$ cat config.mk
export PLATFORM = sky130hd
export DESIGN_NAME = gb_cpu_top
export DESIGN_NICKNAME = d
export VERILOG_FILES = /design/src/hw/cpu_pkg.sv /design/src/hw/cpu_microcode.sv /design/src/hw/cpu_alu.sv /design/src/hw/cpu_regfile.sv /design/src/hw/cpu_core.sv /design/src/hw/hram_unit.sv /design/src/hw/gb_cpu_top.sv
export SDC_FILE = /design/constraint.sdc
export NUM_CORES = 2
export LEC_CHECK = 0
export ABC_AREA = 1
export BUFFER_PORTS_ARGS = -buffer_cell sky130_fd_sc_hd__buf_4
export CAP_MARGIN = 20
export CORE_AREA = 2 2 421 423
export CTS_CLUSTER_DIAMETER = 40
export DETAILED_ROUTE_END_ITERATION = 16
export DIE_AREA = 0 0 423 425
export PLACE_DENSITY = 0.53
export SLEW_MARGIN = 20
export SYNTH_ARGS = -nofsm -noshare
export SYNTH_HDL_FRONTEND = slang
export SYNTH_SLANG_ARGS = --single-unit
export TNS_END_PERCENT = 50
$ cat constraint.sdc
create_clock -name clk -period 6 [get_ports clk]
set_clock_uncertainty 0.2 [all_clocks]
set_input_delay 0.3 -clock clk [delete_from_list [all_inputs] [get_ports clk]]
set_output_delay 0.3 -clock clk [all_outputs]
set_load 0.005 [all_outputs]
$ cat src/hw/cpu_pkg.sv
package cpu_pkg;

  typedef logic [7:0]  byte_t;
  typedef logic [15:0] addr_t;
  typedef logic [2:0]  cycle_count_t;

  localparam int MAX_CYCLES_PER_INSTR = 5;

  typedef enum logic [1:0] {T1, T2, T3, T4} t_phase_t;

  typedef enum logic [3:0] {
    ADDR_NONE, ADDR_PC, ADDR_SP, ADDR_BC, ADDR_DE, ADDR_HL, ADDR_WZ, ADDR_FF_C, ADDR_FF_Z
  } addr_src_t;

  typedef enum logic [1:0] {BUS_NONE, BUS_READ, BUS_WRITE} bus_op_t;

  typedef enum logic [3:0] {
    REG_NONE, REG_A, REG_F, REG_B, REG_C, REG_D, REG_E, REG_H, REG_L, REG_W, REG_Z, REG_IR
  } reg_sel_t;

  typedef enum logic [1:0] {IDU_NONE, IDU_INC, IDU_DEC} idu_op_t;

  typedef enum logic [2:0] {ALU_NONE, ALU_ADD, ALU_SUB, ALU_XOR, ALU_MOV} alu_op_t;

  typedef enum logic [1:0] {MISC_NONE, MISC_COND_CHECK, MISC_JP_WZ, MISC_JR_Z} misc_op_t;

  typedef enum logic [1:0] {COND_NZ, COND_Z, COND_NC, COND_C} cond_t;

  // One machine cycle of an instruction
  typedef struct packed {
    addr_src_t addr_src;
    bus_op_t   bus_op;
    reg_sel_t  bus_reg;
    idu_op_t   idu_op;
    addr_src_t idu_dst;
    alu_op_t   alu_op;
    reg_sel_t  alu_dst;
    reg_sel_t  alu_src;
    misc_op_t  misc_op;
    cond_t     cond;
  } cycle_word_t;

  typedef struct packed {
    cycle_count_t                                num_cycles;
    cycle_word_t [MAX_CYCLES_PER_INSTR-1:0] cycles;
  } control_word_t;

  typedef struct packed {
    byte_t a;
    byte_t flags;
    byte_t b;
    byte_t c;
    byte_t d;
    byte_t e;
    byte_t h;
    byte_t l;
    byte_t w;
    byte_t z;
    byte_t sph;
    byte_t spl;
    byte_t pch;
    byte_t pcl;
    byte_t ir;
  } cpu_regs_t;

  // Bus load lands at the end of T3, everything else on the T4 strobe
  typedef struct packed {
    reg_sel_t   bus_reg;
    byte_t      bus_data;
    addr_src_t  idu_src;
    addr_src_t  idu_dst;
    idu_op_t    idu_op;
    reg_sel_t   alu_reg;
    byte_t      alu_data;
    logic [3:0] alu_flags;
    logic       pc_load;
    addr_t      pc_value;
    logic       t4;
  } reg_write_t;

  // Flags nibble is Z N H C
  typedef struct packed {
    byte_t      data;
    logic [3:0] flags;
  } alu_out_t;

  // Opcode fetch at PC into IR, overlapped with the last cycle of every instruction
  function automatic cycle_word_t fetch_cycle();
    cycle_word_t c;
    c = '0;
    c.addr_src = ADDR_PC;
    c.bus_op   = BUS_READ;
    c.bus_reg  = REG_IR;
    c.idu_op   = IDU_INC;
    return c;
  endfunction

  function automatic control_word_t nop_word();
    control_word_t w;
    w = '0;
    w.num_cycles = 3'd1;
    w.cycles[0] = fetch_cycle();
    return w;
  endfunction

  function automatic byte_t get_byte(cpu_regs_t r, reg_sel_t sel);
    case (sel)
      REG_A:   return r.a;
      REG_F:   return r.flags;
      REG_B:   return r.b;
      REG_C:   return r.c;
      REG_D:   return r.d;
      REG_E:   return r.e;
      REG_H:   return r.h;
      REG_L:   return r.l;
      REG_W:   return r.w;
      REG_Z:   return r.z;
      REG_IR:  return r.ir;
      default: return 8'h00;
    endcase
  endfunction

  function automatic addr_t get_pair(cpu_regs_t r, addr_src_t sel);
    case (sel)
      ADDR_PC:   return {r.pch, r.pcl};
      ADDR_SP:   return {r.sph, r.spl};
      ADDR_BC:   return {r.b, r.c};
      ADDR_DE:   return {r.d, r.e};
      ADDR_HL:   return {r.h, r.l};
      ADDR_WZ:   return {r.w, r.z};
      ADDR_FF_C: return {8'hff, r.c};
      ADDR_FF_Z: return {8'hff, r.z};
      default:   return 16'h0000;
    endcase
  endfunction

endpackage

$ cat src/hw/cpu_microcode.sv
`timescale 1ns/100ps

module cpu_microcode
  import cpu_pkg::*;
(
  input  byte_t         opcode,
  output control_word_t word
);

  // Immediate operand from the instruction stream, PC advances
  function automatic cycle_word_t imm_cycle(reg_sel_t dst);
    cycle_word_t c;
    c = '0;
    c.addr_src = ADDR_PC;
    c.bus_op   = BUS_READ;
    c.bus_reg  = dst;
    c.idu_op   = IDU_INC;
    return c;
  endfunction

  function automatic cycle_word_t mem_cycle(addr_src_t src, bus_op_t op, reg_sel_t r);
    cycle_word_t c;
    c = '0;
    c.addr_src = src;
    c.bus_op   = op;
    c.bus_reg  = r;
    return c;
  endfunction

  // ALU work rides along with the opcode fetch
  function automatic cycle_word_t alu_fetch(alu_op_t op, reg_sel_t dst, reg_sel_t src);
    cycle_word_t c;
    c = fetch_cycle();
    c.alu_op  = op;
    c.alu_dst = dst;
    c.alu_src = src;
    return c;
  endfunction

  function automatic cycle_word_t misc_cycle(misc_op_t op);
    cycle_word_t c;
    c = '0;
    c.misc_op = op;
    return c;
  endfunction

  // Register field in bits 5:3 of LD r,d8
  function automatic reg_sel_t ld_dst(logic [2:0] code);
    case (code)
      3'd0:    return REG_B;
      3'd1:    return REG_C;
      3'd2:    return REG_D;
      3'd3:    return REG_E;
      3'd4:    return REG_H;
      3'd5:    return REG_L;
      default: return REG_A;
    endcase
  endfunction

  always_comb begin
    word = nop_word();
    case (opcode)
      8'h06, 8'h0e, 8'h26, 8'h2e, 8'h3e: begin
        word.num_cycles = 3'd2;
        word.cycles[0]  = imm_cycle(REG_Z);
        word.cycles[1]  = alu_fetch(ALU_MOV, ld_dst(opcode[5:3]), REG_Z);
      end
      8'h77: begin
        word.num_cycles = 3'd2;
        word.cycles[0]  = mem_cycle(ADDR_HL, BUS_WRITE, REG_A);
        word.cycles[1]  = fetch_cycle();
      end
      8'h22: begin
        word.num_cycles       = 3'd2;
        word.cycles[0]        = mem_cycle(ADDR_HL, BUS_WRITE, REG_A);
        word.cycles[0].idu_op = IDU_INC;
        word.cycles[1]        = fetch_cycle();
      end
      8'h7e: begin
        word.num_cycles = 3'd2;
        word.cycles[0]  = mem_cycle(ADDR_HL, BUS_READ, REG_Z);
        word.cycles[1]  = alu_fetch(ALU_MOV, REG_A, REG_Z);
      end
      8'h80: word.cycles[0] = alu_fetch(ALU_ADD, REG_A, REG_B);
      8'h90: word.cycles[0] = alu_fetch(ALU_SUB, REG_A, REG_B);
      8'haf: word.cycles[0] = alu_fetch(ALU_XOR, REG_A, REG_A);
      8'h23: begin
        // Address is only the IDU source here, no strobe goes out
        word.num_cycles       = 3'd2;
        word.cycles[0]        = mem_cycle(ADDR_HL, BUS_NONE, REG_NONE);
        word.cycles[0].idu_op = IDU_INC;
        word.cycles[1]        = fetch_cycle();
      end
      8'hc3: begin
        word.num_cycles = 3'd4;
        word.cycles[0]  = imm_cycle(REG_Z);
        word.cycles[1]  = imm_cycle(REG_W);
        word.cycles[2]  = misc_cycle(MISC_JP_WZ);
        word.cycles[3]  = fetch_cycle();
      end
      8'h20: begin
        // Failed condition skips to the last slot
        word.num_cycles        = 3'd3;
        word.cycles[0]         = imm_cycle(REG_Z);
        word.cycles[0].misc_op = MISC_COND_CHECK;
        word.cycles[0].cond    = COND_NZ;
        word.cycles[1]         = misc_cycle(MISC_JR_Z);
        word.cycles[2]         = fetch_cycle();
        word.cycles[MAX_CYCLES_PER_INSTR-1] = fetch_cycle();
      end
      8'h18: begin
        word.num_cycles = 3'd3;
        word.cycles[0]  = imm_cycle(REG_Z);
        word.cycles[1]  = misc_cycle(MISC_JR_Z);
        word.cycles[2]  = fetch_cycle();
      end
      8'he0: begin
        word.num_cycles = 3'd3;
        word.cycles[0]  = imm_cycle(REG_Z);
        word.cycles[1]  = mem_cycle(ADDR_FF_Z, BUS_WRITE, REG_A);
        word.cycles[2]  = fetch_cycle();
      end
      8'hf0: begin
        word.num_cycles = 3'd3;
        word.cycles[0]  = imm_cycle(REG_Z);
        word.cycles[1]  = mem_cycle(ADDR_FF_Z, BUS_READ, REG_A);
        word.cycles[2]  = fetch_cycle();
      end
      default: ;
    endcase
  end

endmodule

$ cat src/hw/cpu_alu.sv
`timescale 1ns/100ps

module cpu_alu
  import cpu_pkg::*;
(
  input  alu_op_t    op,
  input  byte_t      a,
  input  byte_t      b,
  input  logic [3:0] flags_in,
  output alu_out_t   result
);

  logic [4:0] half;
  logic [8:0] full;
  byte_t      xor_val;

  // Bit 4 and bit 8 hold the carry, or the borrow for SUB
  always_comb begin
    if (op == ALU_SUB) begin
      half = {1'b0, a[3:0]} - {1'b0, b[3:0]};
      full = {1'b0, a} - {1'b0, b};
    end else begin
      half = {1'b0, a[3:0]} + {1'b0, b[3:0]};
      full = {1'b0, a} + {1'b0, b};
    end
  end

  assign xor_val = a ^ b;

  always_comb begin
    result.data  = a;
    result.flags = flags_in;
    case (op)
      ALU_ADD: begin
        result.data  = full[7:0];
        result.flags = {full[7:0] == 8'h00, 1'b0, half[4], full[8]};
      end
      ALU_SUB: begin
        result.data  = full[7:0];
        result.flags = {full[7:0] == 8'h00, 1'b1, half[4], full[8]};
      end
      ALU_XOR: begin
        result.data  = xor_val;
        result.flags = {xor_val == 8'h00, 3'b000};
      end
      ALU_MOV: result.data = b;
      default: ;
    endcase
  end

endmodule

$ cat src/hw/cpu_regfile.sv
`timescale 1ns/100ps

module cpu_regfile
  import cpu_pkg::*;
(
  input  logic       clk,
  input  logic       reset,
  input  reg_write_t update,
  output cpu_regs_t  regs
);

  cpu_regs_t next_regs;
  addr_t     idu_result;

  function automatic cpu_regs_t set_byte(cpu_regs_t r, reg_sel_t sel, byte_t v);
    cpu_regs_t n;
    n = r;
    case (sel)
      REG_A:   n.a = v;
      REG_F:   n.flags = {v[7:4], 4'h0};
      REG_B:   n.b = v;
      REG_C:   n.c = v;
      REG_D:   n.d = v;
      REG_E:   n.e = v;
      REG_H:   n.h = v;
      REG_L:   n.l = v;
      REG_W:   n.w = v;
      REG_Z:   n.z = v;
      REG_IR:  n.ir = v;
      default: ;
    endcase
    return n;
  endfunction

  // High page selects and NONE have no storage behind them
  function automatic cpu_regs_t set_pair(cpu_regs_t r, addr_src_t sel, addr_t v);
    cpu_regs_t n;
    n = r;
    case (sel)
      ADDR_PC: {n.pch, n.pcl} = v;
      ADDR_SP: {n.sph, n.spl} = v;
      ADDR_BC: {n.b, n.c} = v;
      ADDR_DE: {n.d, n.e} = v;
      ADDR_HL: {n.h, n.l} = v;
      ADDR_WZ: {n.w, n.z} = v;
      default: ;
    endcase
    return n;
  endfunction

  always_comb begin
    case (update.idu_op)
      IDU_INC: idu_result = get_pair(regs, update.idu_src) + 16'd1;
      IDU_DEC: idu_result = get_pair(regs, update.idu_src) - 16'd1;
      default: idu_result = get_pair(regs, update.idu_src);
    endcase
  end

  always_comb begin
    next_regs = regs;
    if (update.bus_reg != REG_NONE) begin
      next_regs = set_byte(next_regs, update.bus_reg, update.bus_data);
    end
    if (update.t4) begin
      if (update.idu_op != IDU_NONE) begin
        next_regs = set_pair(next_regs, update.idu_dst, idu_result);
      end
      if (update.alu_reg != REG_NONE) begin
        next_regs = set_byte(next_regs, update.alu_reg, update.alu_data);
        next_regs.flags = {update.alu_flags, 4'h0};
      end
      // A jump wins over any PC increment of the same cycle
      if (update.pc_load) begin
        {next_regs.pch, next_regs.pcl} = update.pc_value;
      end
    end
  end

  always_ff @(posedge clk or posedge reset) begin
    if (reset) begin
      regs <= '0;
      {regs.sph, regs.spl} <= 16'hfffe;
    end else begin
      regs <= next_regs;
    end
  end

  a_no_load_clash: assert property (@(posedge clk) disable iff (reset)
    update.bus_reg != REG_NONE |-> update.bus_reg != update.alu_reg);

endmodule

$ cat src/hw/cpu_core.sv
`timescale 1ns/100ps

module cpu_core
  import cpu_pkg::*;
(
  input  logic  clk,
  input  logic  reset,
  output addr_t addr,
  output logic  read_en,
  output logic  write_en,
  output byte_t wdata,
  input  byte_t rdata,
  output logic  instr_boundary
);

  localparam cycle_count_t LAST_SLOT = cycle_count_t'(MAX_CYCLES_PER_INSTR - 1);

  t_phase_t      t_phase;
  cycle_count_t  cycle_count;
  control_word_t control_word;
  control_word_t next_word;
  cycle_word_t   cur;
  cpu_regs_t     regs;
  reg_write_t    update;
  alu_out_t      alu_res;
  byte_t         alu_a;
  byte_t         alu_b;
  addr_t         pc;
  logic          last_cycle;
  logic          cond_fail;

  // Flags byte holds Z in bit 7 and C in bit 4
  function automatic logic cond_met(cond_t cond, byte_t flags);
    case (cond)
      COND_NZ: return !flags[7];
      COND_Z:  return flags[7];
      COND_NC: return !flags[4];
      default: return flags[4];
    endcase
  endfunction

  assign cur        = control_word.cycles[cycle_count];
  assign pc         = {regs.pch, regs.pcl};
  assign alu_a      = get_byte(regs, cur.alu_dst);
  assign alu_b      = get_byte(regs, cur.alu_src);
  assign last_cycle = (cycle_count + 3'd1) >= control_word.num_cycles;
  assign cond_fail  = (cur.misc_op == MISC_COND_CHECK) && !cond_met(cur.cond, regs.flags);

  cpu_microcode i_microcode (
    .opcode (regs.ir),
    .word   (next_word)
  );

  cpu_alu i_alu (
    .op       (cur.alu_op),
    .a        (alu_a),
    .b        (alu_b),
    .flags_in (regs.flags[7:4]),
    .result   (alu_res)
  );

  cpu_regfile i_regfile (
    .clk    (clk),
    .reset  (reset),
    .update (update),
    .regs   (regs)
  );

  always_comb begin
    update           = '0;
    update.bus_reg   = (t_phase == T3 && cur.bus_op == BUS_READ) ? cur.bus_reg : REG_NONE;
    update.bus_data  = rdata;
    update.idu_src   = cur.addr_src;
    update.idu_dst   = (cur.idu_dst == ADDR_NONE) ? cur.addr_src : cur.idu_dst;
    update.idu_op    = cur.idu_op;
    update.alu_reg   = (cur.alu_op == ALU_NONE) ? REG_NONE : cur.alu_dst;
    update.alu_data  = alu_res.data;
    update.alu_flags = alu_res.flags;
    update.pc_load   = (cur.misc_op == MISC_JP_WZ) || (cur.misc_op == MISC_JR_Z);
    // Z holds the signed jump offset for JR
    update.pc_value  = (cur.misc_op == MISC_JP_WZ) ? {regs.w, regs.z}
                                                   : pc + {{8{regs.z[7]}}, regs.z};
    update.t4        = (t_phase == T4);
  end

  always_ff @(posedge clk or posedge reset) begin
    if (reset) begin
      t_phase        <= T1;
      cycle_count    <= '0;
      control_word   <= nop_word();
      addr           <= 16'h0000;
      read_en        <= 1'b0;
      write_en       <= 1'b0;
      wdata          <= 8'h00;
      instr_boundary <= 1'b0;
    end else begin
      instr_boundary <= 1'b0;
      case (t_phase)
        T1: begin
          addr    <= get_pair(regs, cur.addr_src);
          t_phase <= T2;
        end
        T2: begin
          read_en  <= (cur.bus_op == BUS_READ);
          write_en <= (cur.bus_op == BUS_WRITE);
          if (cur.bus_op == BUS_WRITE) begin
            wdata <= get_byte(regs, cur.bus_reg);
          end
          t_phase <= T3;
        end
        T3: t_phase <= T4;
        T4: begin
          read_en  <= 1'b0;
          write_en <= 1'b0;
          if (cond_fail) begin
            cycle_count <= LAST_SLOT;
          end else if (last_cycle) begin
            // IR already holds the opcode fetched in T3 of this cycle
            cycle_count    <= '0;
            control_word   <= next_word;
            instr_boundary <= 1'b1;
          end else begin
            cycle_count <= cycle_count + 3'd1;
          end
          t_phase <= T1;
        end
        default: t_phase <= T1;
      endcase
    end
  end

  a_strobe_excl: assert property (@(posedge clk) disable iff (reset)
    !(read_en && write_en));

  a_strobe_phase: assert property (@(posedge clk) disable iff (reset)
    (t_phase == T1 || t_phase == T2) |-> !read_en && !write_en);

endmodule

$ cat src/hw/hram_unit.sv
`timescale 1ns/100ps

module hram_unit
  import cpu_pkg::*;
(
  input  logic  clk,
  input  logic  reset,
  input  addr_t core_addr,
  input  logic  core_read_en,
  input  logic  core_write_en,
  input  byte_t core_wdata,
  output byte_t core_rdata,
  output logic  ext_read_en,
  output logic  ext_write_en,
  input  byte_t ext_rdata
);

  byte_t      mem [0:126];
  logic       hit;
  logic [6:0] idx;

  // FF80 to FFFE, FFFF stays outside
  assign hit = (core_addr >= 16'hff80) && (core_addr <= 16'hfffe);
  assign idx = core_addr[6:0];

  always_ff @(posedge clk) begin
    if (hit && core_write_en && !reset) begin
      mem[idx] <= core_wdata;
    end
  end

  assign ext_read_en  = core_read_en && !hit;
  assign ext_write_en = core_write_en && !hit;
  assign core_rdata   = hit ? mem[idx] : ext_rdata;

endmodule

$ cat src/hw/gb_cpu_top.sv
`timescale 1ns/100ps

module gb_cpu_top
  import cpu_pkg::*;
(
  input  logic  clk,
  input  logic  reset,
  output addr_t addr,
  output logic  read_en,
  output logic  write_en,
  output byte_t wdata,
  input  byte_t rdata,
  output logic  instr_boundary
);

  logic  core_read_en;
  logic  core_write_en;
  byte_t core_rdata;

  cpu_core i_core (
    .clk            (clk),
    .reset          (reset),
    .addr           (addr),
    .read_en        (core_read_en),
    .write_en       (core_write_en),
    .wdata          (wdata),
    .rdata          (core_rdata),
    .instr_boundary (instr_boundary)
  );

  // Address and write data go out unchanged, strobes only for non-HRAM accesses
  hram_unit i_hram (
    .clk           (clk),
    .reset         (reset),
    .core_addr     (addr),
    .core_read_en  (core_read_en),
    .core_write_en (core_write_en),
    .core_wdata    (wdata),
    .core_rdata    (core_rdata),
    .ext_read_en   (read_en),
    .ext_write_en  (write_en),
    .ext_rdata     (rdata)
  );

endmodule

After elaboration in Yosys (flattened, before gate mapping). Memory sizes are Yosys's and may differ from the RTL's. Index checks and enable logic that the tools add are counted.

$add $sub $neg: 8. $lt $le $gt $ge: 4. Equality and inequality tests: 107. Multiplexer cells: 68. Bitwise gates (word level): 2. Reductions and logical operators: 33.

Operators by type and width (number): $mux W120 (3); $pmux W30 S9 (1); $pmux W8 S11 (3); $pmux W31 S7 (1); $mux W8 (22); $mux W16 (10); $pmux W16 S8 (1); $eq A4 B3 Y1 const B (27); $mux W104 (1); $bmux W31 S3 (1); $eq A4 B4 Y1 const B (21); $mux W28 (2); $pmux W28 S2 (1); $eq A4 B2 Y1 const B (13); $eq A8 B6 Y1 const B (6); $eq A8 B8 Y1 const B (6); $pmux W16 S2 (1); $mux W31 (1); $eq A4 B1 Y1 const B (7); $pmux W4 S6 (1); $pmux W8 S3 (1); $reduce_or A9 Y1 (2); $add A16 B1 Y16 const B (1); $add A16 B16 Y16 (1); 47 further kinds (88).

Flip-flop bits (word level): 310. RAM bits: 1016. Bits of input ports: 10. Output and inout bits: 27. Memories: 1.

Memories: i_hram.mem (words 127, width 8, rd ports 1, clocked after memory_dff 0, wr ports 1, RTL line hram_unit.sv:18) `byte_t mem [0:126];`.

Depth between registers and ports, before layout.
Depth in word-level cells: 14. Depth in mapped cells: 31. Gate-level depth less buffers: 30.

Cells and area by module. From an unflattened synthesis, not the netlist that was laid out.

Cells, all modules: 8028. Area, all modules: 67467.2 um^2.

By module, submodules not included: hram_unit (instances 1, cells an instance 4162, area each 42698.5 um^2, sequential area each 30509.3 um^2); cpu_core (instances 1, cells an instance 2143, area each 13620.6 um^2, sequential area each 4763.3 um^2); cpu_regfile (instances 1, cells an instance 1309, area each 8682.1 um^2, sequential area each 3021.6 um^2); cpu_microcode (instances 1, cells an instance 225, area each 1443.9 um^2, sequential area each 0.0 um^2); cpu_alu (instances 1, cells an instance 189, area each 1022.2 um^2, sequential area each 0.0 um^2).

Least setup slack after synthesis. No wires, ideal clock.

Path type: register to register. Start point: register i_core.cycle_count[0]. End point: register, netlist name i_core.i_regfile.regs[78]. Arrival: 4013 ps. Required time: 5682 ps. Slack: 1669 ps. Stages on the path, launching flop included: 24. Buffers on the path: 4. Clock period less this slack: 4331 ps. Cells stage by stage: dfrtp_1 buf_2 buf_2 nand2_1 nor2_1 ha_1 clkbuf_1 clkbuf_1 nand2_1 o21ai_0 nor3_1 nand3_1 nand2_1 ha_1 fa_1 o21ai_0 a21oi_1 nor2_1 nor2_1 xnor2_1 nand2_1 nand3_2 mux2i_1 inv_1.

RTL lines: from (decl) (RTL line cpu_core.sv:19) `cycle_count_t cycle_count;`; from (signal assigned) (RTL line cpu_core.sv:123) `cycle_count <= cycle_count + 3'd1;`.

==> impl_metrics.env <==
export IMPL_antenna_found_initial=3
export IMPL_gp_congestion=0.963
export IMPL_min_period_ns=5.60
export IMPL_synth_edf_count=1016
export IMPL_postCtsSetupBuffers=0
export IMPL_tightest_slew_ns=1.11
export IMPL_cts_root_buffer_cell="clkbuf_16"
export IMPL_drive_gt1_share_pct=11.5
export IMPL_finalPower_mw=24.7
export IMPL_clk_path_buf_depth=3
export IMPL_synthXorXnorAreaFrac_pct=0.487
export IMPL_syn_nets=5012
export IMPL_initial_core_util_pct=29.8
export IMPL_drc=0
export IMPL_wl_per_cell_um=23.4
export IMPL_synthArstFlopShare_pct=14.0
export IMPL_grt_pass1_wl_um=257000
export IMPL_gr_total_overflow=0
export IMPL_setup_violations_final=0
export IMPL_yosysTopAreaCell="edfxtp_1"
export IMPL_critical_path_required_ns=6.49
export IMPL_cpMostUsedCell="nand2_1"
export IMPL_fmax_mhz=179
export IMPL_maxSlewViolCount=0
export IMPL_ios=37
export IMPL_cts_tree="yes"
export IMPL_hold_class="reg2reg"
export IMPL_ir_drop_mv=0.287
export IMPL_fin_crit_sh_pct=93.3
export IMPL_fin_nets=5140
export IMPL_track_usage_pct=19.4
export IMPL_crit_path_end_kind="flip-flop"
export IMPL_fp_coreArea_mm2=0.175
export IMPL_synth_fa_ha_area_share_pct=0.988
export IMPL_nFillCells=17436
export IMPL_port_buffers=36
export IMPL_critPathKind="reg2reg"
export IMPL_cp_slowest_cell="ha_1"
export IMPL_cp_max_fo=29
export IMPL_synth_simple_area_share_pct=20.9
export IMPL_crit_chain="nor2_4, nand2_1, nor2_1, ha_1, nand3_1, o21ai_0, nor3_1, nand3_1, nand2_1, ha_1, fa_1, o21ai_0, xor2_1, a211oi_1, nand2_1, nand2_1, nand2_1, nand3_1, nand2_1"
export IMPL_hpwl_um=116000
export IMPL_rsz0062_at_grt="false"
export IMPL_syn_to_final_growth_pct=18.5
export IMPL_ys_seq_elements=1181
export IMPL_grt_max_degree=95
export IMPL_finalSetupTns_ns=0
export IMPL_antenna_left=0
export IMPL_power_leakage_nw=25.5
export IMPL_rows=154
export IMPL_dieArea_mm2=0.180
export IMPL_drtPass1Iterations=8
export IMPL_hold_violations=0
export IMPL_p_per_area_mw_per_mm2=400
export IMPL_grt_pass1_vias=36507
export IMPL_via_count=38315
export IMPL_antennaDiodeCount=0
export IMPL_avgSynthCellArea_um2=10.5
export IMPL_ys_top_cells_by_area="edfxtp_1 58%, nand2_1 12%, dfrtp_1 7.7%, nor2_1 2.5%, o21ai_0 2.2%"
export IMPL_synth_top_family_by_area="simple AND/OR/NAND/NOR gates"
export IMPL_synth_area_mm2=0.0522
export IMPL_arrival_ns=6.09
export IMPL_status="finished clean"
export IMPL_synth_top_cell_area_share_pct=58.4
export IMPL_synth_compound_area_share_pct=7.17
export IMPL_die_h_um=425
export IMPL_netlist_instances=4962
export IMPL_clk_pin_slew_ns=0.05
export IMPL_drt_first_iter_violations=4322
export IMPL_routed_wirelength_um=177000
export IMPL_synth_seq_area_share_pct=66.4
export IMPL_clkLatencyLatePin_ns=0.84
export IMPL_cts_buffers=183
export IMPL_ys_warn_count=0
export IMPL_max_slew_margin_pct=25.4
export IMPL_cp_slowest_stage_delay_ns=0.91
export IMPL_drv_cap=0
export IMPL_ctsHtreeMaxLevel=4
export IMPL_yosysUniqueCellTypes=58
export IMPL_via_per_inst=5.05
export IMPL_ctsHoldBuffers=10
export IMPL_final_core_util_pct=35.3
export IMPL_die_x_um=423
export IMPL_ys_flop_type="edfxtp_1"
export IMPL_ctsResizeCount=0
export IMPL_cts_sinks=1181
export IMPL_synth_mux_area_share_pct=0.211
export IMPL_start_kind="flip-flop"
==> cells in the mapped netlist (26+ instances only) <==
master,instances
inv_1,258
o22ai_1,27
nor2_1,354
nand2_1,1656
a22oi_1,75
edfxtp_1,1016
clkbuf_1,93
nand4_1,171
nand3_1,217
o21ai_0,229
xor2_1,26
inv_2,47
a21oi_1,213
o21ai_1,38
ha_1,38
dfrtp_1,161
buf_2,67
==> through the flow <==
stage	area, µm²	setup slack [ns]	instances	hold slack (ns)
final	61800	0.400	7587	0.279
after global routing	61800	0.00701	7587	0.314
after CTS	61800	0.477	7585	0.279
after detailed placement	55400	0.507	7233	0.259
after global placement	55400	0.585	7233	0.246
after floorplan	52200	1.04	4962	0.237
==> placed cells by master, fill, tap and decap left out, types with 75 or more instances in the layout <==
master and count:
nand4_1 171, a21oi_1 212, nand2_1 1656, edfxtp_1 1016, buf_4 113, inv_1 257
nor2_1 352, a22oi_1 75, clkbuf_16 184, dfrtp_1 150, nand3_1 217, o21ai_0 229
==> sequential cells by signal, indices dropped and copies added (netlist names) <==
signal	flops
i_core.control_word	29
i_core.addr	16
i_core.cycle_count	3
i_core.read_en	1
i_core.i_regfile.regs	104
i_core.instr_boundary	1
i_core.t_phase	2
i_core.wdata	8
i_hram.mem	1016
i_core.write_en	1
==> cell type report <==
cell class | instances | area, µm² | share of cell area, %
Multi-Input combinational cell | 3277 | 15500 | 25.1
Inverter | 314 | 1200 | 1.95
Clock buffer | 205 | 4690 | 7.59
Tap cell | 2340 | 2930 | 4.73
Sequential cell | 1181 | 34700 | 56.1
Timing Repair Buffer | 133 | 1160 | 1.87
Clock inverter | 137 | 1650 | 2.66
==> cell families (layout without fill, tap and decap cells) <==
group | after synthesis | count (layout)
compound gates | 658 | 658
flops | 1181 | 1181
buf+inv | 504 | 789
fa+ha+maj | 40 | 40
mux | 11 | 11
xor+xnor | 29 | 29
simple gates | 2539 | 2539
==> path summary, 6_finish.rpt <==
kind                                    startpoint                         to  slack [ns]  cells after the start
hold reg to reg            i_core.control_word[57]    i_core.control_word[57]        0.28                      2
setup reg to reg             i_core.cycle_count[1]  i_core.i_regfile.regs[68]        0.40                     19
max in group asynchronous                    reset            i_core.wdata[1]        3.66                      5
min in group asynchronous                    reset            i_core.wdata[5]        0.63                      4
hold / removal             i_core.control_word[57]    i_core.control_word[57]        0.28                      2
setup / recovery             i_core.cycle_count[1]  i_core.i_regfile.regs[68]        0.40                     19
==> report_power, final <==
part,switching [mW],internal [mW]
registers,0.368,9.06
logic,3.42,0.991
clock network,4.24,6.63
total,8.02,16.7
==> layer usage <==
| metal | share of wire [%] | GRT usage [%] |
|---|---|---|
| met1 | 44 | 27.1 |
| met2 | 45 | 30.1 |
| met3 | 7.7 | 3.48 |
| met4 | 3.3 | 6.89 |
| met5 | 0 | 0 |
==> worst max-delay path, delay by kind of cell, from the launching register on <==
family                     cells  cell delay [ns]
adders and majority gates      3             1.65
and+or+nand+nor               12             1.93
AOI/OAI and AO/OA              3             1.02
DFF                            1             0.49
xor gates and xnor gates       1             0.18
Power figures use the tool's default switching activity.
